File: config.mk
export PLATFORM = sky130hd
export DESIGN_NAME = cache_lookup
export DESIGN_NICKNAME = d
export VERILOG_FILES = /design/src/source/cache_geom_pkg.sv /design/src/source/cache_lookup.sv
export VERILOG_INCLUDE_DIRS = /design/src /design/src/include
export SDC_FILE = /design/constraint.sdc
export NUM_CORES = 1
export LEC_CHECK = 0
export ABC_AREA = 0
export BUFFER_PORTS_ARGS = -buffer_cell sky130_fd_sc_hd__buf_2
export CAP_MARGIN = 40
export CORE_AREA = 2 2 39 41
export DETAILED_ROUTE_END_ITERATION = 6
export DIE_AREA = 0 0 41 43
export GPL_TIMING_DRIVEN = 0
export PLACE_DENSITY = 0.65
export SYNTH_ARGS = -nofsm -noshare
export SYNTH_HDL_FRONTEND = slang
export SYNTH_SLANG_ARGS = --single-unit
File: constraint.sdc
create_clock -name vclk -period 0.8
set_input_delay 0.04 -clock vclk [all_inputs]
set_output_delay 0.04 -clock vclk [all_outputs]
set_load 0.02 [all_outputs]
File: src/include/cache_defs.svh
`ifndef CACHE_DEFS_SVH
`define CACHE_DEFS_SVH

// Address and data widths, 16-bit CPU with byte addressing
`define CACHE_ADDR_W 16
`define CACHE_DATA_W 16

// Geometry of the 2 KB, 2-way cache
`define CACHE_SETS   64
`define CACHE_WORDS  8
`define CACHE_TAG_W  6

// Field widths inside a byte address
`define CACHE_SET_W  6   // Index bits 9 to 4
`define CACHE_WORD_W 3   // Word offset bits 3 to 1

// Credits handed out at reset
`define CPU_CREDITS  1   // One request outstanding on the CPU side
`define MEM_CREDITS  2   // Two word requests in flight towards memory

`endif

File: src/source/cache_geom_pkg.sv
`include "cache_defs.svh"

// Types that describe what the cache stores and how an address is cut up
package cache_geom_pkg;

  // Byte address as seen by the CPU
  typedef logic [`CACHE_ADDR_W-1:0] addr_t;

  // One data word, also the unit of every memory transfer
  typedef logic [`CACHE_DATA_W-1:0] word_t;

  // Address fields
  typedef logic [`CACHE_SET_W-1:0]  set_idx_t;   // Bits 9 to 4
  typedef logic [`CACHE_WORD_W-1:0] word_idx_t;  // Bits 3 to 1
  typedef logic [`CACHE_TAG_W-1:0]  tag_t;       // Bits 15 to 10

  // Metadata entry per way, 8 bits with the tag on top
  typedef struct packed {
    tag_t tag;    // Upper address bits of the resident block
    logic valid;  // Block holds real data
    logic lru;    // Way that was not used last, kept equal in both entries of a set
  } tag_entry_t;

endpackage

File: src/source/cache_lookup.sv
`timescale 1ns/1ps
`include "cache_defs.svh"

module cache_lookup (
  input  cache_geom_pkg::addr_t      addr,        // Address of the latched request
  input  cache_geom_pkg::tag_entry_t tag_out0,    // Metadata of way 0 for this set
  input  cache_geom_pkg::tag_entry_t tag_out1,    // Metadata of way 1 for this set
  output cache_geom_pkg::set_idx_t   set,
  output cache_geom_pkg::word_idx_t  word,
  output cache_geom_pkg::tag_t       tag,
  output logic                       hit,
  output logic                       hit_way,     // Way that matched, only meaningful on a hit
  output logic                       victim_way   // Way a fill would replace
);

  logic match0;  // Way 0 holds this tag
  logic match1;  // Way 1 holds this tag

  // Field slicing, bit 0 is the byte within a word and is ignored
  assign word = addr[1 +: `CACHE_WORD_W];
  assign set  = addr[1 + `CACHE_WORD_W +: `CACHE_SET_W];
  assign tag  = addr[`CACHE_ADDR_W-1 -: `CACHE_TAG_W];

  // Both ways compared at once, a match needs the valid bit as well
  assign match0 = tag_out0.valid && (tag_out0.tag == tag);
  assign match1 = tag_out1.valid && (tag_out1.tag == tag);

  assign hit     = match0 | match1;
  assign hit_way = match1;  // Way 0 unless way 1 matched

  // Empty ways are filled first, way 0 before way 1
  always_comb begin
    if (!tag_out0.valid) begin
      victim_way = 1'b0;
    end else if (!tag_out1.valid) begin
      victim_way = 1'b1;
    end else begin
      victim_way = tag_out0.lru;  // Set LRU bit names the way not used last
    end
  end

endmodule

Word-level counts from Yosys, hierarchy flattened

Cells that the tools add are included.

Bitwise operators: 1
Equal/unequal tests: 2
Reductions and logical operators: 2
Muxes and demuxes: 2

Operators with widths:

| cell                | number |
|---|---|
| $eq A6 B6 Y1        | 2 |
| $logic_and A1 B1 Y1 | 2 |
| $mux W1             | 2 |
| $or A1 B1 Y1        | 1 |

Flip-flop bits (word level): 0
Input port bits: 32

Depth between registers and ports, before layout

Depth after elaboration: 3
Mapped depth: 4

Worst setup path before layout

Ideal clock, no wire load.

Kind: input -> output
Start point: input port addr[11]
End point: output port hit
Setup slack: -0.266 ns
Path buffers: 0
Stages on the path: 3
Data arrival time: 1.026 ns
Path through: xor2_1 > nor4_2 > a41o_1

Longest elaborated chain between the ends: 3

Ends and longest elaborated chain:

| item                | RTL line           | text |
|---|---|---|
| from (decl)         | cache_lookup.sv:5  | `input cache_geom_pkg::addr_t addr,` |
| $eq A6 B6 Y1        | cache_lookup.sv:26 | `assign match1 = tag_out1.valid && (tag_out1.tag == tag);` |
| $logic_and A1 B1 Y1 | cache_lookup.sv:26 |  |
| via hit_way         | cache_lookup.sv:12 | `output logic hit_way,` |
| $or A1 B1 Y1        | cache_lookup.sv:28 | `assign hit = match0 \| match1;` |
| to (decl)           | cache_lookup.sv:11 | `output logic hit,` |

The timed path passes the listed nets, and every way through them passes these cells.

Final worst setup path

Start point: input port tag_out1[7] (netlist name)
End point: output port hit

Longest elaborated chain between the ends: 3

Ends and longest elaborated chain:

| item                | RTL line           | text |
|---|---|---|
| from (decl)         | cache_lookup.sv:7  | `input cache_geom_pkg::tag_entry_t tag_out1,` |
| $eq A6 B6 Y1        | cache_lookup.sv:26 |  |
| $logic_and A1 B1 Y1 | cache_lookup.sv:26 |  |
| $or A1 B1 Y1        | cache_lookup.sv:28 |  |

Every way passes these cells.

==> flow_summary.ini <==
[route]
final_antenna_net_count = 0
viasPerCell = 3.753
drc = 0
initialDrtViolationCount = 0
wl_per_cell_um = 8.258
routed_wl_um = 735
first_pass_iters = 1
dr_total_vias = 334

[yosys]
yosysUniqueCellTypes = 10
syn-instance-count = 34
netlist_area_um2 = 266.5
synth_seq_area_share_pct = 0
synth_nets = 66
ys_warn_count = 0
syn_area_per_cell_um2 = 7.838

[setup_path]
max_stage_delay_ps = 180
crit_path_max_fanout = 2
start_kind = primary input
crit_start = tag_out1[7]
end_kind = primary output
cpMostUsedCell = buf_6
cp.buffers_inverters = 2
worstPathCellList = buf_6 -> xnor2_2 -> nand4_1 -> nor4_4 -> a41o_1 -> buf_6
cp-endpoint = hit
crit_arrival_ps = 890
crit_required_ps = 760
critPathKind = primary input to primary output
slowest_stage = nor4_4
cp.depth = 6
crit_family = simple AND/OR/NAND/NOR gates

[timing]
setup_ws_ps = -125.0
fin_crit_ps = 925.0
setup_viol = 2
rsz0062_at_grt = yes
fin_setup_tns_ps = -201.1
relSlewSlack_pct = 83.63
hold_viol_final = 0
maxSlewViolCount = 0
tightestPinTransition_ps = 244.7
fmax_mhz = 1081
fin_crit_sh_pct = 115.6

[floorplan]
rows = 14
pin_count = 50
die_x_um = 41
die_area_um2 = 1763
chipHeight_um = 43
core_area_um2 = 1384
start_util_pct = 19.26

[run]
cap_viol_max_count = 0

[power]
cellPowerDensity_nw_per_um2 = 582.9
ir_drop_mv = 0.1554
p_total_mw = 0.3311
p_leak_nw = 0.3230

[global_routing]
antenna_found_initial = 0
grt_max_degree = 4
overflow = 0
grt_usage_pct = 7.200
grt_pass1_vias = 258
grt_first_pass_wirelength_um = 959

[status]
violations = negative setup slack
outcome = complete, but fails checks

[placement]
gp_congestion = 0.6022
port_buffers = 39
post-dp-hpwl_um = 648.8

[cells_and_area]
final_common_cell = buf_2
area_growth_pct = 113.1
nClkBuffers = 0
seq_area_um2 = 0
multi_input_area_um2 = 188.9
nFillCells = 162
utilization_pct = 41.05
most-common-layout-cells = 32 x buf_2, 15 x buf_4, 6 x buf_6, 4 x xor2_1, 4 x xnor2_1
antenna_cells = 0
design.seq.count = 0
nNetsFinal = 107
drive_gt1_share_pct = 80.82

[hold_path]
min_path_type = primary input to primary output
hold_path.startpoint = addr[5]

[clock_tree]
postCtsSetupRepairBufs = 0
==> area by class of cell <==
type | count | area share [%]
Buffer | 15 | 19.82
Tap cell | 16 | 3.524
Inverter | 1 | 0.6608
Timing Repair Buffer | 39 | 42.73
Multi-Input combinational cell | 18 | 33.26
==> synth_stat cells <==
library cell | number | share of area [%]
inv_1 | 1 | 1.4
nor3_1 | 1 | 1.9
a21boi_0 | 1 | 2.8
nor4_2 | 1 | 4.7
a41o_1 | 1 | 3.8
buf_4 | 15 | 42
xor2_1 | 5 | 16
xnor2_1 | 7 | 23
nand4_1 | 1 | 2.3
nand2_1 | 1 | 1.4
==> worst min-delay path by stage <==
stage | endpoint | slack (ps) | cells after the start
after global routing | set[2] | 300 | 2
after floorplan | set[0] | 190 | 1
after global placement | set[0] | 300 | 2
after CTS | set[1] | 300 | 2
final | set[1] | 300 | 2
after detailed placement | set[1] | 300 | 2
==> power breakdown <==
part           internal [mW]  switching (mW)
registers                  0               0
clock network              0               0
logic                  0.183           0.148
==> through the flow <==
stage / cell area [um2] / setup WS (ps) / hold WS (ps) / std cells
floorplan: 275.3 / -138.0 / 192.6 / 34
global placement: 490.5 / -208.9 / 297.8 / 89
detailed placement: 490.5 / -203.0 / 297.6 / 89
CTS: 553.0 / -200.1 / 297.4 / 89
global route: 568.0 / -185.5 / 304.6 / 89
finish: 568.0 / -125.0 / 296.4 / 89
==> kinds of logic after synthesis <==
group	after synthesis	share of synthesized area [%]
compound gates	2	6.574
xor+xnor	12	39.44
buf+inv	16	43.66
simple gates	4	10.33
==> per-layer routing <==
metal	vias up	track usage, %	wire (um)
met1	138	7.302	243
met5	-	0	0
met3	0	0.5236	103
met4	0	0	0
li1	172	-	-
met2	24	15.00	389
==> timing repair <==
action	in CTS	in global routing
gates cloned	0	0
pin swaps	5	4
endpoints found under the hold margin	0	0
hold buffers	0	0
resized for setup	13	3
endpoints found under the setup margin	2	2
Power figures use the tool's default switching activity.
