## src/include/cache_defs.svh

```systemverilog
`ifndef CACHE_DEFS_SVH
`define CACHE_DEFS_SVH

// Address and data widths, 16-bit CPU with byte addressing
`define CACHE_ADDR_W 16
`define CACHE_DATA_W 16

// Geometry of the 2 KB, 2-way cache
`define CACHE_SETS   64
`define CACHE_WORDS  8
`define CACHE_TAG_W  6

// Field widths inside a byte address
`define CACHE_SET_W  6   // Index bits 9 to 4
`define CACHE_WORD_W 3   // Word offset bits 3 to 1

// Credits handed out at reset
`define CPU_CREDITS  1   // One request outstanding on the CPU side
`define MEM_CREDITS  2   // Two word requests in flight towards memory

`endif

```

## src/source/cache_geom_pkg.sv

```systemverilog
`include "cache_defs.svh"

// Types that describe what the cache stores and how an address is cut up
package cache_geom_pkg;

  // Byte address as seen by the CPU
  typedef logic [`CACHE_ADDR_W-1:0] addr_t;

  // One data word, also the unit of every memory transfer
  typedef logic [`CACHE_DATA_W-1:0] word_t;

  // Address fields
  typedef logic [`CACHE_SET_W-1:0]  set_idx_t;   // Bits 9 to 4
  typedef logic [`CACHE_WORD_W-1:0] word_idx_t;  // Bits 3 to 1
  typedef logic [`CACHE_TAG_W-1:0]  tag_t;       // Bits 15 to 10

  // Metadata entry per way, 8 bits with the tag on top
  typedef struct packed {
    tag_t tag;    // Upper address bits of the resident block
    logic valid;  // Block holds real data
    logic lru;    // Way that was not used last, kept equal in both entries of a set
  } tag_entry_t;

endpackage

```

## src/source/cache_txn_pkg.sv

```systemverilog
`include "cache_defs.svh"

// Transactions on the CPU and memory channels, plus the controller states
package cache_txn_pkg;

  import cache_geom_pkg::*;

  // CPU operation
  typedef enum logic {
    CPU_READ  = 1'b0,
    CPU_WRITE = 1'b1
  } cpu_op_e;

  // Request from the CPU, one credit per request
  typedef struct packed {
    logic    valid;
    cpu_op_e op;
    addr_t   addr;
    word_t   wdata;
  } cpu_req_t;

  // Response to the CPU, rdata is zero for writes
  typedef struct packed {
    logic  valid;
    logic  hit;
    word_t rdata;
  } cpu_rsp_t;

  // Word request towards memory
  typedef struct packed {
    logic  valid;
    logic  write;  // High for write-through, low for a fill read
    addr_t addr;
    word_t wdata;
  } mem_req_t;

  // Read data from memory, returned in request order
  typedef struct packed {
    logic  valid;
    word_t rdata;
  } mem_rsp_t;

  // Controller states
  typedef enum logic [2:0] {
    ST_IDLE,
    ST_LOOKUP,
    ST_FILL,
    ST_FILL_WAIT,
    ST_WRITE_MEM,
    ST_RESPOND
  } ctrl_state_e;

endpackage

```

## src/source/cache_result.sv

```systemverilog
`timescale 1ns/1ps

module cache_result (
  input  logic                    clk,
  input  logic                    rst_n,
  input  logic                    rsp_fire,     // Controller finished the transaction
  input  logic                    rsp_hit,
  input  logic                    rsp_is_read,
  input  logic                    hit_way,
  input  cache_geom_pkg::word_t   data_out0,
  input  cache_geom_pkg::word_t   data_out1,
  output cache_txn_pkg::cpu_rsp_t cpu_rsp,
  output logic                    cpu_credit    // Hands the single CPU credit back
);

  import cache_geom_pkg::*;

  word_t sel_word;  // Word from the hit way, zero for writes

  assign sel_word = rsp_is_read ? (hit_way ? data_out1 : data_out0) : '0;

  // Response and credit leave together for exactly one cycle
  always_ff @(posedge clk) begin
    if (!rst_n) begin
      cpu_rsp    <= '0;
      cpu_credit <= 1'b0;
    end else begin
      cpu_rsp.valid <= rsp_fire;
      cpu_rsp.hit   <= rsp_fire & rsp_hit;
      cpu_rsp.rdata <= rsp_fire ? sel_word : '0;
      cpu_credit    <= rsp_fire;
    end
  end

endmodule

```

## config.mk

```make
export PLATFORM = sky130hd
export DESIGN_NAME = cache_result
export DESIGN_NICKNAME = d
export VERILOG_FILES = /design/src/source/cache_geom_pkg.sv /design/src/source/cache_txn_pkg.sv /design/src/source/cache_result.sv
export VERILOG_INCLUDE_DIRS = /design/src /design/src/include
export SDC_FILE = /design/constraint.sdc
export NUM_CORES = 1
export LEC_CHECK = 0
export BUFFER_PORTS_ARGS = -buffer_cell sky130_fd_sc_hd__buf_2
export CORE_UTILIZATION = 38
export CTS_CLUSTER_SIZE = 25
export DETAILED_ROUTE_END_ITERATION = 12
export PLACE_DENSITY = 0.77
export SLEW_MARGIN = 30
export SYNTH_ARGS = -nofsm -noshare
export SYNTH_HDL_FRONTEND = slang
export SYNTH_SLANG_ARGS = --single-unit
```

## constraint.sdc

```tcl
create_clock -name clk -period 1.1 [get_ports clk]
set_input_delay 0.055 -clock clk [delete_from_list [all_inputs] [get_ports clk]]
set_output_delay 0.055 -clock clk [all_outputs]
set_load 0.03 [all_outputs]
```

-- Yosys cells after proc, flatten, opt, wreduce, memory -nomap -nowiden
Index checks and enable logic that the tools add are counted.
- register bits after elaboration: 18
- output and inout bits: 19
- word-level logic and storage cells: 6
- input port bits: 38
- bitwise operators: 1
- muxes and demuxes: 1
- reduce and logical (&&, ||, !) cells: 1
- operator list (cell ; number):
    $mux 16 ; 1
    $reduce_and 3->1 ; 1
    $and 1x1->1 ; 1

-- Depth between registers and ports, before layout
- depth after elaboration: 1
- depth in mapped cells: 4
- depth with buffers taken out: 2

-- Worst setup path after synthesis
No wires, ideal clock.
- path kind: register to output
- start point: reg cpu_rsp[17] (netlist name)
- end point: out cpu_rsp[17] (netlist name)
- cell stages (with the launch flop): 2
- buffers on the path: 1
- required time: 1045 ps
- arrival time: 700 ps
- slack: 345 ps
- cells stage by stage: dfxtp_1 > buf_4
- RTL lines (item ; RTL line ; RTL):
    from (decl) ; cache_result.sv:12 ; output cache_txn_pkg::cpu_rsp_t cpu_rsp,
No word-level cell between the ends.

==> results.sh <==
export IMPL_outcome="completed"
export IMPL_min_to="cpu_rsp[2]"
export IMPL_cp_slowest_cell="dfxtp_1"
export IMPL_syn_avg_cell_area_um2=11.3
export IMPL_core_area_um2=1540
export IMPL_cpPeakStageDelay_ns=0.33
export IMPL_multi_input_area_um2=243
export IMPL_die_width_um=43.3
export IMPL_clockBufferDepth=2
export IMPL_synthArstFlopShare_pct=0
export IMPL_stdcell_area_um2=996
export IMPL_cts_buffers=3
export IMPL_holdCritStartpoint="data_out1[2]"
export IMPL_yosys_top_cells_area="dfxtp_1 (56%), mux2i_1 (25%), nor2_1 (9.3%)"
export IMPL_dr_pass1_iters=4
export IMPL_pwr_share_clk_pct=25.4
export IMPL_crit_family="flip-flops"
export IMPL_synth_seq_cells=18
export IMPL_grt_max_degree=17
export IMPL_powerDensity_nw_per_um2=1210
export IMPL_clkSlewWorstSetupHoldPaths_ns=0.09
export IMPL_crit_type="flip-flop to output port"
export IMPL_die_h_um=43.3
export IMPL_antenna_found_initial=0
export IMPL_largest_reg_flops=18
export IMPL_drc=0
export IMPL_pin_count=57
export IMPL_syn_area_um2=647
export IMPL_rsz0062_at_grt="false"
export IMPL_ys_flop_type="dfxtp_1"
export IMPL_synth_largest_area_cell="dfxtp_1"
export IMPL_vias_per_cell=4.53
export IMPL_finalNetCount=159
export IMPL_vdd_ir_drop_max_v=0.000661
export IMPL_place_congestion=0.661
export IMPL_synth_cell_type_count=10
export IMPL_crit_path_max_fanout=2
export IMPL_power_frac_comb_pct=18.5
export IMPL_wire_per_inst_um=10.5
export IMPL_finalCritPeriodShare_pct=77.6
export IMPL_whs_path_depth=3
export IMPL_critPathLaunchType="flip-flop"
export IMPL_grt_usage_pct=16.2
export IMPL_relSlewSlack_pct=69.3
export IMPL_grt_pass1_wl_um=2240
export IMPL_critical_path_cell_count=1
export IMPL_p_int_w=0.000910
export IMPL_antennaDiodeCount=0
export IMPL_p_total_w=0.00121
export IMPL_setup_viol=0
export IMPL_wirelength_um=1420
export IMPL_share_seq_of_total_power_pct=56.1
export IMPL_io_buffer_count=56
export IMPL_grt_pass1_vias=580
export IMPL_tns_ns=0
export IMPL_register_area_um2=360
export IMPL_power_switching_w=0.000297
export IMPL_crit_buf_inv=1
export IMPL_top_regs="cpu_rsp: 18 flops"
export IMPL_crit_arrival_ns=0.80
export IMPL_synth_edff_count=0
export IMPL_dpl_cell_area_um2=903
export IMPL_synth_most_common_cell="dfxtp_1"
export IMPL_num_fill_cells=142
export IMPL_end_kind="output port"
export IMPL_drv_slew=0
export IMPL_synthCells=57
export IMPL_vias=611
export IMPL_start_util_pct=42.0
export IMPL_synth_top_cell_area_share_pct=55.7
export IMPL_cp_cell_sequence="buf_2"
export IMPL_hold_class="primary input to flip-flop"
export IMPL_regMostFlops="cpu_rsp"
export IMPL_crit_required_ns=1.04
export IMPL_layout_area_overhead_vs_synth_pct=54.0
export IMPL_cts_max_level=1
export IMPL_ant_nets=0
export IMPL_cts_root_buf="clkbuf_4"
export IMPL_fmax_mhz=1170
export IMPL_dp_hpwl_um=979
export IMPL_synthTopCellsByCount="dfxtp_1 (18), mux2i_1 (16), nor2_1 (16)"
export IMPL_maxCapViolCount=0
export IMPL_ys_seq_area_share_pct=55.7
export IMPL_p_sw_share_pct=24.6
export IMPL_layout_drive_gt1_share_pct=50.4
export IMPL_p_leak_nw=0.567
export IMPL_row_count=14
export IMPL_die_area_um2=1870
export IMPL_drt_iter0_markers=3
export IMPL_yosys_warnings=0
export IMPL_gr_total_overflow=0
export IMPL_clock_sinks=18
export IMPL_period_needed_ns=0.854
export IMPL_tightest_slew_ns=0.461
export IMPL_syn_num_nets=95
export IMPL_report_final_hold_viol_count=0
export IMPL_cts_tree="yes"
export IMPL_postCtsSetupBuffers=0
per-stage QoR:
| stage | worst slack, ns | util, % | cells | hold slack (ns) |
|---|---|---|---|---|
| 2_1_floorplan | 0.345 | - | 57 | 0.177 |
| 3_3_place_gp | 0.244 | 58.6 | 125 | 0.281 |
| 3_5_place_dp | 0.216 | 58.6 | 125 | 0.282 |
| 4_1_cts | 0.230 | 64.0 | 134 | 0.00130 |
| 5_1_grt | 0.195 | 64.6 | 135 | 0.00276 |
| 6_report | 0.246 | 64.6 | 135 | 0.00374 |
timing repair:
item | 4_1_cts | 5_1_grt
gates resized for setup | 0 | 0
hold buffers | 6 | 1
hold endpoints to repair | 6 | 1
endpoints found under the setup margin | 0 | 0
per-layer routing:
layer | track usage, % | wire, µm
met5 | 0 | 0
met4 | 9.09 | 10
met3 | 4.26 | 154
met2 | 29.9 | 690
met1 | 16.1 | 559
logic make-up (layout without fill, tap and decap cells):
kind of cell / after synthesis / after routing / share of synthesized area [%]
buffers and inverters: 4 / 66 / 6.77
and+or+nand+nor: 19 / 19 / 12.8
DFF: 18 / 18 / 55.7
muxes: 16 / 16 / 24.8
worst max path at each step:
| stage | startpoint | endpoint |
|---|---|---|
| 6_report | cpu_rsp[17] | cpu_credit |
| 5_1_grt | cpu_rsp[17] | cpu_credit |
| 4_1_cts | cpu_rsp[17] | cpu_credit |
| 3_5_place_dp | hit_way | cpu_rsp[1] |
| 3_3_place_gp | hit_way | cpu_rsp[1] |
| 2_1_floorplan | cpu_rsp[17] | cpu_rsp[17] |
power by group through the flow:
stage               logic [W]  registers, W  clock network [W]
detailed placement   0.000205      0.000692                  0
global route         0.000243      0.000679           0.000355
global placement     0.000200      0.000691                  0
CTS                  0.000221      0.000677           0.000318
finish               0.000224      0.000677           0.000307
floorplan           0.0000817      0.000736                  0
area by class of cell:
class	count	area share [%]
clock buffers	3	2.26
multi-input cells	35	24.4
flip-flops and latches	18	36.2
well taps	16	2.01
repair buffers	63	35.2
cells in the final DEF (no fill, tap or decap), drive strengths merged:
cell / instances
dfxtp: 18
and2: 1
nor2: 16
dlygate4sd3: 7
buf: 56
nand3: 1
mux2i: 16
clkbuf: 3
and3: 1
Note: power is estimated with default switching activity, not from simulation.
