--- src/include/cache_defs.svh ---
`ifndef CACHE_DEFS_SVH
`define CACHE_DEFS_SVH

// Address and data widths, 16-bit CPU with byte addressing
`define CACHE_ADDR_W 16
`define CACHE_DATA_W 16

// Geometry of the 2 KB, 2-way cache
`define CACHE_SETS   64
`define CACHE_WORDS  8
`define CACHE_TAG_W  6

// Field widths inside a byte address
`define CACHE_SET_W  6   // Index bits 9 to 4
`define CACHE_WORD_W 3   // Word offset bits 3 to 1

// Credits handed out at reset
`define CPU_CREDITS  1   // One request outstanding on the CPU side
`define MEM_CREDITS  2   // Two word requests in flight towards memory

`endif

--- src/source/cache_geom_pkg.sv ---
`include "cache_defs.svh"

// Types that describe what the cache stores and how an address is cut up
package cache_geom_pkg;

  // Byte address as seen by the CPU
  typedef logic [`CACHE_ADDR_W-1:0] addr_t;

  // One data word, also the unit of every memory transfer
  typedef logic [`CACHE_DATA_W-1:0] word_t;

  // Address fields
  typedef logic [`CACHE_SET_W-1:0]  set_idx_t;   // Bits 9 to 4
  typedef logic [`CACHE_WORD_W-1:0] word_idx_t;  // Bits 3 to 1
  typedef logic [`CACHE_TAG_W-1:0]  tag_t;       // Bits 15 to 10

  // Metadata entry per way, 8 bits with the tag on top
  typedef struct packed {
    tag_t tag;    // Upper address bits of the resident block
    logic valid;  // Block holds real data
    logic lru;    // Way that was not used last, kept equal in both entries of a set
  } tag_entry_t;

endpackage

--- src/source/cache_txn_pkg.sv ---
`include "cache_defs.svh"

// Transactions on the CPU and memory channels, plus the controller states
package cache_txn_pkg;

  import cache_geom_pkg::*;

  // CPU operation
  typedef enum logic {
    CPU_READ  = 1'b0,
    CPU_WRITE = 1'b1
  } cpu_op_e;

  // Request from the CPU, one credit per request
  typedef struct packed {
    logic    valid;
    cpu_op_e op;
    addr_t   addr;
    word_t   wdata;
  } cpu_req_t;

  // Response to the CPU, rdata is zero for writes
  typedef struct packed {
    logic  valid;
    logic  hit;
    word_t rdata;
  } cpu_rsp_t;

  // Word request towards memory
  typedef struct packed {
    logic  valid;
    logic  write;  // High for write-through, low for a fill read
    addr_t addr;
    word_t wdata;
  } mem_req_t;

  // Read data from memory, returned in request order
  typedef struct packed {
    logic  valid;
    word_t rdata;
  } mem_rsp_t;

  // Controller states
  typedef enum logic [2:0] {
    ST_IDLE,
    ST_LOOKUP,
    ST_FILL,
    ST_FILL_WAIT,
    ST_WRITE_MEM,
    ST_RESPOND
  } ctrl_state_e;

endpackage

--- src/source/cache_miss_ctrl.sv ---
`timescale 1ns/1ps
`include "cache_defs.svh"

module cache_miss_ctrl (
  input  logic                       clk,
  input  logic                       rst_n,
  input  cache_txn_pkg::cpu_req_t    cpu_req,
  input  logic                       mem_credit,   // Memory freed a request slot
  input  cache_txn_pkg::mem_rsp_t    mem_rsp,
  input  logic                       hit,
  input  logic                       hit_way,
  input  logic                       victim_way,
  input  cache_geom_pkg::set_idx_t   set,
  input  cache_geom_pkg::tag_t       tag,
  input  cache_geom_pkg::tag_entry_t tag_out0,
  input  cache_geom_pkg::tag_entry_t tag_out1,
  output cache_geom_pkg::addr_t      cur_addr,     // Latched request address, feeds the lookup
  output cache_txn_pkg::mem_req_t    mem_req,
  output logic                       data_we,
  output logic                       data_way,
  output cache_geom_pkg::word_idx_t  data_word,
  output cache_geom_pkg::word_t      data_in,
  output logic                       tag_we,
  output cache_geom_pkg::tag_entry_t tag_in0,
  output cache_geom_pkg::tag_entry_t tag_in1,
  output logic                       rsp_fire,     // Response goes out on the next edge
  output logic                       rsp_hit,
  output logic                       rsp_is_read
);

  import cache_geom_pkg::*;
  import cache_txn_pkg::*;

  localparam int CRED_W = $clog2(`MEM_CREDITS + 1);

  ctrl_state_e       state, state_nxt;
  cpu_op_e           cur_op;        // Operation of the latched request
  word_t             cur_wdata;     // Write data of the latched request
  logic [CRED_W-1:0] mem_cred_cnt;  // Memory slots we may still use
  word_idx_t         issue_cnt;     // Next fill word to request
  word_idx_t         ret_cnt;       // Next fill word to come back
  logic              fill_way;      // Victim chosen at lookup, fixed for the whole fill
  logic              hit_q;         // Hit flag of the lookup, reported at the end
  logic              issue;         // A mem_req leaves this cycle
  logic              fill_active;
  logic              lru_way;       // Way that becomes most recently used

  assign fill_active = (state == ST_FILL) || (state == ST_FILL_WAIT);
  assign rsp_is_read = (cur_op == CPU_READ);

  //////////////////////////////////////////////////////////////////////
  // Next state and datapath strobes
  //////////////////////////////////////////////////////////////////////

  always_comb begin
    state_nxt = state;
    issue     = 1'b0;
    mem_req   = '0;
    data_we   = 1'b0;
    data_way  = hit_way;           // Write hits go to the matching way
    data_word = cur_addr[1 +: `CACHE_WORD_W];
    data_in   = cur_wdata;
    tag_we    = 1'b0;
    rsp_fire  = 1'b0;
    rsp_hit   = hit_q;
    case (state)
      ST_IDLE: begin
        if (cpu_req.valid) state_nxt = ST_LOOKUP;
      end
      ST_LOOKUP: begin
        if (cur_op == CPU_READ) begin
          if (hit) begin
            tag_we    = 1'b1;      // LRU update only
            rsp_fire  = 1'b1;
            rsp_hit   = 1'b1;
            state_nxt = ST_IDLE;
          end else begin
            state_nxt = ST_FILL;
          end
        end else begin
          data_we   = hit;         // No allocate on a write miss
          tag_we    = hit;
          state_nxt = ST_WRITE_MEM;
        end
      end
      ST_FILL, ST_FILL_WAIT: begin
        data_way  = fill_way;
        data_word = ret_cnt;       // Words return in request order
        data_in   = mem_rsp.rdata;
        data_we   = mem_rsp.valid;
        if (state == ST_FILL && mem_cred_cnt != '0) begin
          issue   = 1'b1;
          mem_req = '{valid: 1'b1, write: 1'b0, addr: {tag, set, issue_cnt, 1'b0}, wdata: '0};
          if (issue_cnt == '1) state_nxt = ST_FILL_WAIT;  // Eighth read is out
        end
        if (state == ST_FILL_WAIT && mem_rsp.valid && ret_cnt == '1) begin
          tag_we    = 1'b1;        // Tag goes in with the last word
          state_nxt = ST_RESPOND;
        end
      end
      ST_WRITE_MEM: begin
        if (mem_cred_cnt != '0) begin
          issue     = 1'b1;
          mem_req   = '{valid: 1'b1, write: 1'b1, addr: cur_addr, wdata: cur_wdata};
          rsp_fire  = 1'b1;        // Writes get no memory response
          state_nxt = ST_IDLE;
        end
      end
      ST_RESPOND: begin
        rsp_fire  = 1'b1;          // Lookup now hits the filled way
        state_nxt = ST_IDLE;
      end
      default: state_nxt = ST_IDLE;
    endcase
  end

  //////////////////////////////////////////////////////////////////////
  // Metadata update
  //////////////////////////////////////////////////////////////////////

  assign lru_way = fill_active ? fill_way : hit_way;

  always_comb begin
    tag_in0 = tag_out0;
    tag_in1 = tag_out1;
    if (fill_active) begin
      if (fill_way) begin
        tag_in1.tag   = tag;
        tag_in1.valid = 1'b1;
      end else begin
        tag_in0.tag   = tag;
        tag_in0.valid = 1'b1;
      end
    end
    tag_in0.lru = ~lru_way;  // The other way becomes the replacement candidate
    tag_in1.lru = ~lru_way;
  end

  //////////////////////////////////////////////////////////////////////
  // State, credits and fill counters
  //////////////////////////////////////////////////////////////////////

  always_ff @(posedge clk) begin
    if (!rst_n) begin
      state        <= ST_IDLE;
      mem_cred_cnt <= CRED_W'(`MEM_CREDITS);
      issue_cnt    <= '0;
      ret_cnt      <= '0;
      fill_way     <= 1'b0;
      hit_q        <= 1'b0;
    end else begin
      state        <= state_nxt;
      mem_cred_cnt <= mem_cred_cnt - CRED_W'(issue) + CRED_W'(mem_credit);
      if (state == ST_LOOKUP) begin
        hit_q     <= hit;
        fill_way  <= victim_way;
        issue_cnt <= '0;
        ret_cnt   <= '0;
      end
      if (issue && fill_active) issue_cnt <= issue_cnt + 1'b1;
      if (data_we && fill_active) ret_cnt <= ret_cnt + 1'b1;  // Wraps to 0 after word 7
    end
  end

  // Request payload, taken when the CPU spends its credit
  always_ff @(posedge clk) begin
    if (state == ST_IDLE && cpu_req.valid) begin
      cur_addr  <= cpu_req.addr;
      cur_op    <= cpu_req.op;
      cur_wdata <= cpu_req.wdata;
    end
  end

endmodule

--- config.mk ---
export PLATFORM = sky130hd
export DESIGN_NAME = cache_miss_ctrl
export DESIGN_NICKNAME = d
export VERILOG_FILES = /design/src/source/cache_geom_pkg.sv /design/src/source/cache_txn_pkg.sv /design/src/source/cache_miss_ctrl.sv
export VERILOG_INCLUDE_DIRS = /design/src /design/src/include
export SDC_FILE = /design/constraint.sdc
export NUM_CORES = 1
export LEC_CHECK = 0
export ABC_CLOCK_PERIOD_IN_PS = 8500
export BUFFER_PORTS_ARGS = -buffer_cell sky130_fd_sc_hd__buf_2
export CAP_MARGIN = 0
export CORE_UTILIZATION = 40
export CTS_CLUSTER_DIAMETER = 80
export DETAILED_ROUTE_END_ITERATION = 16
export GPL_ROUTABILITY_DRIVEN = 0
export PLACE_DENSITY = 0.79
export SKIP_LAST_GASP = 1
export SYNTH_ARGS = -nofsm -noshare
export SYNTH_HDL_FRONTEND = slang
export SYNTH_SLANG_ARGS = --single-unit
--- constraint.sdc ---
create_clock -name clk -period 8.5 [get_ports clk]
set_input_delay 1.275 -clock clk [delete_from_list [all_inputs] [get_ports clk]]
set_output_delay 1.275 -clock clk [all_outputs]
set_load 0.05 [all_outputs]
==> Yosys cells after proc, flatten, opt, wreduce, memory -nomap -nowiden <==
Index checks and enable logic that the tools add are counted.
{ "classes": {"addsub": 4, "eq_ne": 11, "mux": 36, "bitwise_logic": 2, "reduce_logical": 13} }
{ "op_table": {"columns": ["op", "count"], "rows": [
  ["34-bit two-way mux", 2],
  ["34-bit one-hot mux with 2 select lines", 1],
  ["3-bit two-way mux", 10],
  ["7-bit two-way mux", 4],
  ["16-bit two-way mux", 1],
  ["3-bit equality test (second input constant)", 4],
  ["1-bit two-way mux", 12],
  ["3-bit one-hot mux with 4 select lines", 1],
  ["3-bit by 1-bit adder with 3-bit output (second input constant)", 2],
  ["3-bit by 2-bit equality test with 1-bit output (second input constant)", 2],
  ["1-bit logical AND", 6],
  ["3-bit inequality test (second input constant)", 2],
  ["1-bit one-hot mux with 2 select lines", 3],
  ["2-bit nonzero test", 3],
  ["2-bit inequality test (second input constant)", 2],
  ["4-bit AND reduction", 1],
  ["3-bit by 1-bit equality test with 1-bit output (second input constant)", 1],
  ["3-bit zero test", 1],
  ["1-bit one-hot mux with 3 select lines", 1],
  ["2-bit by 1-bit adder with 2-bit output", 1],
  ["2-bit two-way mux", 1],
  ["1-bit inverter", 2],
  ["2-bit OR reduction", 1],
  ["2-bit by 1-bit subtractor with 2-bit output", 1],
  ["1-bit logical OR", 1]
]} }
{ "word_totals": {"ff_bits": 46, "input_bits": 85, "out_inout_bits": 91, "wordCells": 75} }

==> Longest topological paths before layout <==
{ "depth": {"depth_word": 6, "mapped_depth": 7, "depth_no_buf": 6} }

==> Worst setup path after synthesis <==
Ideal clock, no wire load.
{ "synth_path": {"kind": "input -> register", "from": "input port cpu_req[33] (netlist name)", "to": "register cur_addr[0], enable pin", "setup_time_ps": 471, "arrival_ps": 3874, "t_required_ps": 8029, "setup_slack_ps": 4154, "path_stages": 2, "path_buffers": 0, "cell_sequence": "nor2b_1 -> nor3b_1"} }
{ "synth_via": {"elab_chain_len": 1} }
{ "synth_lines": {"columns": ["item", "line", "source"], "rows": [
  ["start, declared", "cache_miss_ctrl.sv:7", "input cache_txn_pkg::cpu_req_t cpu_req,"],
  ["1-bit logical AND", "cache_miss_ctrl.sv:167", "if (state == ST_IDLE && cpu_req.valid) begin"],
  ["end signal, assigned", "cache_miss_ctrl.sv:168", "cur_addr <= cpu_req.addr;"],
  ["end, declared", "cache_miss_ctrl.sv:17", "output cache_geom_pkg::addr_t cur_addr,"]
]} }
Every way passes these cells.
A chain may end at the register's enable or synchronous reset.

==> summary.txt <==
Floorplan
  • Die Y: slightly above 80 um
  • Row cnt: 28
  • Core area: about 6000 um^2
  • IO Count: 176
  • Die area: roughly 6500 um^2
  • Die W: 80.7 um
  • Initial Utilization: 41.6%

Routing
  • Via density: 5.03
  • TritonRoute pass-1 iters: 4
  • Total wire length: between 6 and 7 mm
  • Post-route ant nets: 0
  • DRC errors left: 0
  • Iteration-0 DRC Markers: 126
  • Avg WL per Cell: 14.2 um
  • DR vias: 2,467

Yosys
  • Synth cell types: 36
  • Mean cell area of the mapped netlist: 9.95 um^2
  • EDFF count, synth: 33
  • Post-synth top area share: about two fifths
  • Area leader, netlist: edfxtp_1
  • Asr flop ratio synth: 0%
  • Syn_nets: 339
  • Mapped Area: about 2500 um^2
  • Post-synthesis register bit count: between 40 and 50
  • Mapped Cells: 249
  • Synth top area cells: edfxtp_1, dfxtp_1, nand2_1
  • Synth Flop Type: edfxtp_1
  • Synth Warn #: 0
  • Post-synthesis sequential area ratio: 50.5%

CTS
  • Skew-Pair Late Insertion Delay: 0.30 ns
  • Root buffer cell: clkbuf_8
  • TritonCTS clock tree: done
  • Clk buf depth: 2
  • # resized after CTS: 0
  • Num CTS Buffers: 5
  • Postcts setup bufs: 0
  • # clock sinks: 46
  • Hold buffers post-CTS: 0
  • Worst-path clk slew: 0.09 ns
  • H-tree level count: 2

Power and ir drop
  • Pwr/cell area: 179 nW/um^2
  • Clock power frac: 26.6%
  • Switch share: between 30 and 40%
  • Worst vdd ir: just under 0.1 mV
  • Leak Pwr: ~1.9 nW
  • Combinational power share: 30.4%
  • Internal power: 0.000404 W
  • Flop pwr share: 42.9%
  • Psw: 0.000227 W

Worst hold path
  • Path type of the worst min-delay path: reg2reg

STA
  • Final hold viol count: 0
  • Final setup fails: 0
  • Max-slew headroom: 28.8%
  • Slew Limit Fails: 0
  • Post-Route Skew: roughly 0.010 ns
  • Final Cycle Share: 51.2%
  • RSZ-0062 raised after global routing: false
  • Fmax: 230 MHz
  • Setup_tns: 0 ns
  • Worst-margin pin slew: roughly 1.1 ns
  • Final min period: around 4.4 ns

Critical path
  • CP Launch Type: register
  • Crit Path Class: reg2out
  • Worst setup EP type: primary output
  • R2R setup slack: about 6.4 ns
  • Worst R2R Path Depth: 7
  • CP Data Arrival Time: ~3 ns
  • FF-to-FF Start: state[0]
  • Worst Path Max Fanout: 26
  • CP startpoint: state[1]
  • R2r endpoint: mem_cred_cnt[1]
  • Worst setup path endpoint: mem_req[30]
  • WP data required: 7.22 ns

GRT
  • Initial antenna violation count: 0
  • Global route overflow: 0
  • Largest net degree at the start of global routing: 27
  • First-pass GRT wire length: 10.4 mm
  • Global Route Usage Sum: 21.0%
  • Vias in the first global route: 2,285

Layout
  • Final Core Density: around three fifths
  • Fraction of layout cells with a size suffix above 1: 48.8%
  • Synth-to-Final Area Change: 41.8%
  • Nets: 503
  • Filler cell count: 539

Flow run
  • Max Cap Viol: 0

Placement
  • Post-DP HPWL: 5.22 mm
  • Port bufs: 173

Run status
  • Status: completed
[worst max-delay path, cell delays in order, from the launching register on]
cell and delay [ns]:
dfxtp_1 0.59, nand2b_1 0.66, nor3_2 0.94, a22o_1 0.29
buf_2 0.27
[flip-flops by register name (all words and copies together), names as in the netlist]
register	cells
cur_op	1
hit_q	1
fill_way	1
cur_wdata	16
state	3
issue_cnt	3
mem_cred_cnt	2
cur_addr	16
ret_cnt	3
[Yosys cell counts (all sizes together), types with 2 or more instances]
master	number
nand2b	8
buf	7
inv	3
and3	18
dfxtp	13
nor2	3
nor2b	6
and2	3
clkbuf	13
o311ai	2
nand3	8
a22o	15
o21ai	4
nand2	66
mux2i	3
o21a	2
a21boi	6
mux2	13
xnor2	2
nor3b	3
edfxtp	33
ha	5
or2	2
[routing by layer]
metal	track usage [%]	vias up	wire length, um
li1	-	1207	-
met1	21.3	1127	2510
met2	41.4	125	3820
met3	4.89	8	545
met4	7.14	0	64
met5	0	-	0
[cells by family (layout without fill, tap and decap cells)]
family | Yosys count | after routing | synth area share (%)
AO/OA/AOI/OAI | 35 | 35 | 11.1
buffers and inverters | 23 | 188 | 4.14
multiplexers | 16 | 16 | 7.12
AND/OR/NAND/NOR | 122 | 122 | 23.9
XOR/XNOR | 2 | 2 | 0.707
other | 0 | 1 | 0
flip-flops | 46 | 46 | 50.5
adder cells (fa/ha/maj) | 5 | 5 | 2.53
[cell type report]
cell class / count / area [um^2] / area share, %
multi-input cells: 180 / 1140 / 32.3
well taps: 75 / 93.8 / 2.67
clock inverters: 1 / 3.75 / 0.107
inverters: 3 / 11.3 / 0.321
clock buffers: 7 / 119 / 3.38
repair buffers: 177 / 896 / 25.5
flip-flops and latches: 46 / 1250 / 35.6
diodes: 1 / 2.50 / 0.0712
[power by group through the flow]
stage	combinational, W	sequential, W	clock [W]
after detailed placement	0.000193	0.000275	0
final	0.000192	0.000271	0.000168
after CTS	0.000193	0.000270	0.000172
after floorplan	0.000122	0.000293	0
after global routing	0.000205	0.000272	0.000180
after global placement	0.000190	0.000274	0
[cell usage in the layout, fill, tap and decap left out, types with 3 or more instances in the layout]
cell type,netlist,layout
buf_2,4,173
nand2_1,66,66
edfxtp_1,33,33
and3_1,18,18
a22o_1,15,15
mux2_2,13,13
dfxtp_1,13,13
nand2b_1,8,8
nand3_1,8,8
a21boi_1,6,6
nor2b_1,6,5
ha_1,5,5
clkbuf_8,0,5
o21ai_0,4,4
buf_4,3,4
nor2_1,3,3
and2_1,3,3
inv_1,3,3
mux2i_1,3,3
[stage by stage]
stage | hold WS, ns | worst slack [ns] | total power, W | instance area (um^2) | instances
floorplan | 0.463 | 4.15 | 0.000414 | 2480 | 249
global placement | 0.480 | 4.51 | 0.000464 | 3390 | 481
detailed placement | 0.486 | 4.46 | 0.000468 | 3390 | 481
CTS | 0.499 | 4.11 | 0.000636 | 3510 | 489
global route | 0.535 | 3.83 | 0.000657 | 3510 | 489
finish | 0.499 | 4.14 | 0.000630 | 3510 | 490
[worst min-delay path by stage]
stage | from | endpoint | slack [ns] | depth (start not counted)
global placement | ret_cnt[1] | ret_cnt[1] | 0.48 | 2
global route | ret_cnt[2] | ret_cnt[2] | 0.53 | 2
CTS | ret_cnt[1] | ret_cnt[1] | 0.50 | 2
finish | ret_cnt[1] | ret_cnt[1] | 0.50 | 2
floorplan | ret_cnt[1] | ret_cnt[1] | 0.46 | 2
detailed placement | ret_cnt[1] | ret_cnt[1] | 0.49 | 2
Note: power is estimated with default switching activity, not from simulation.
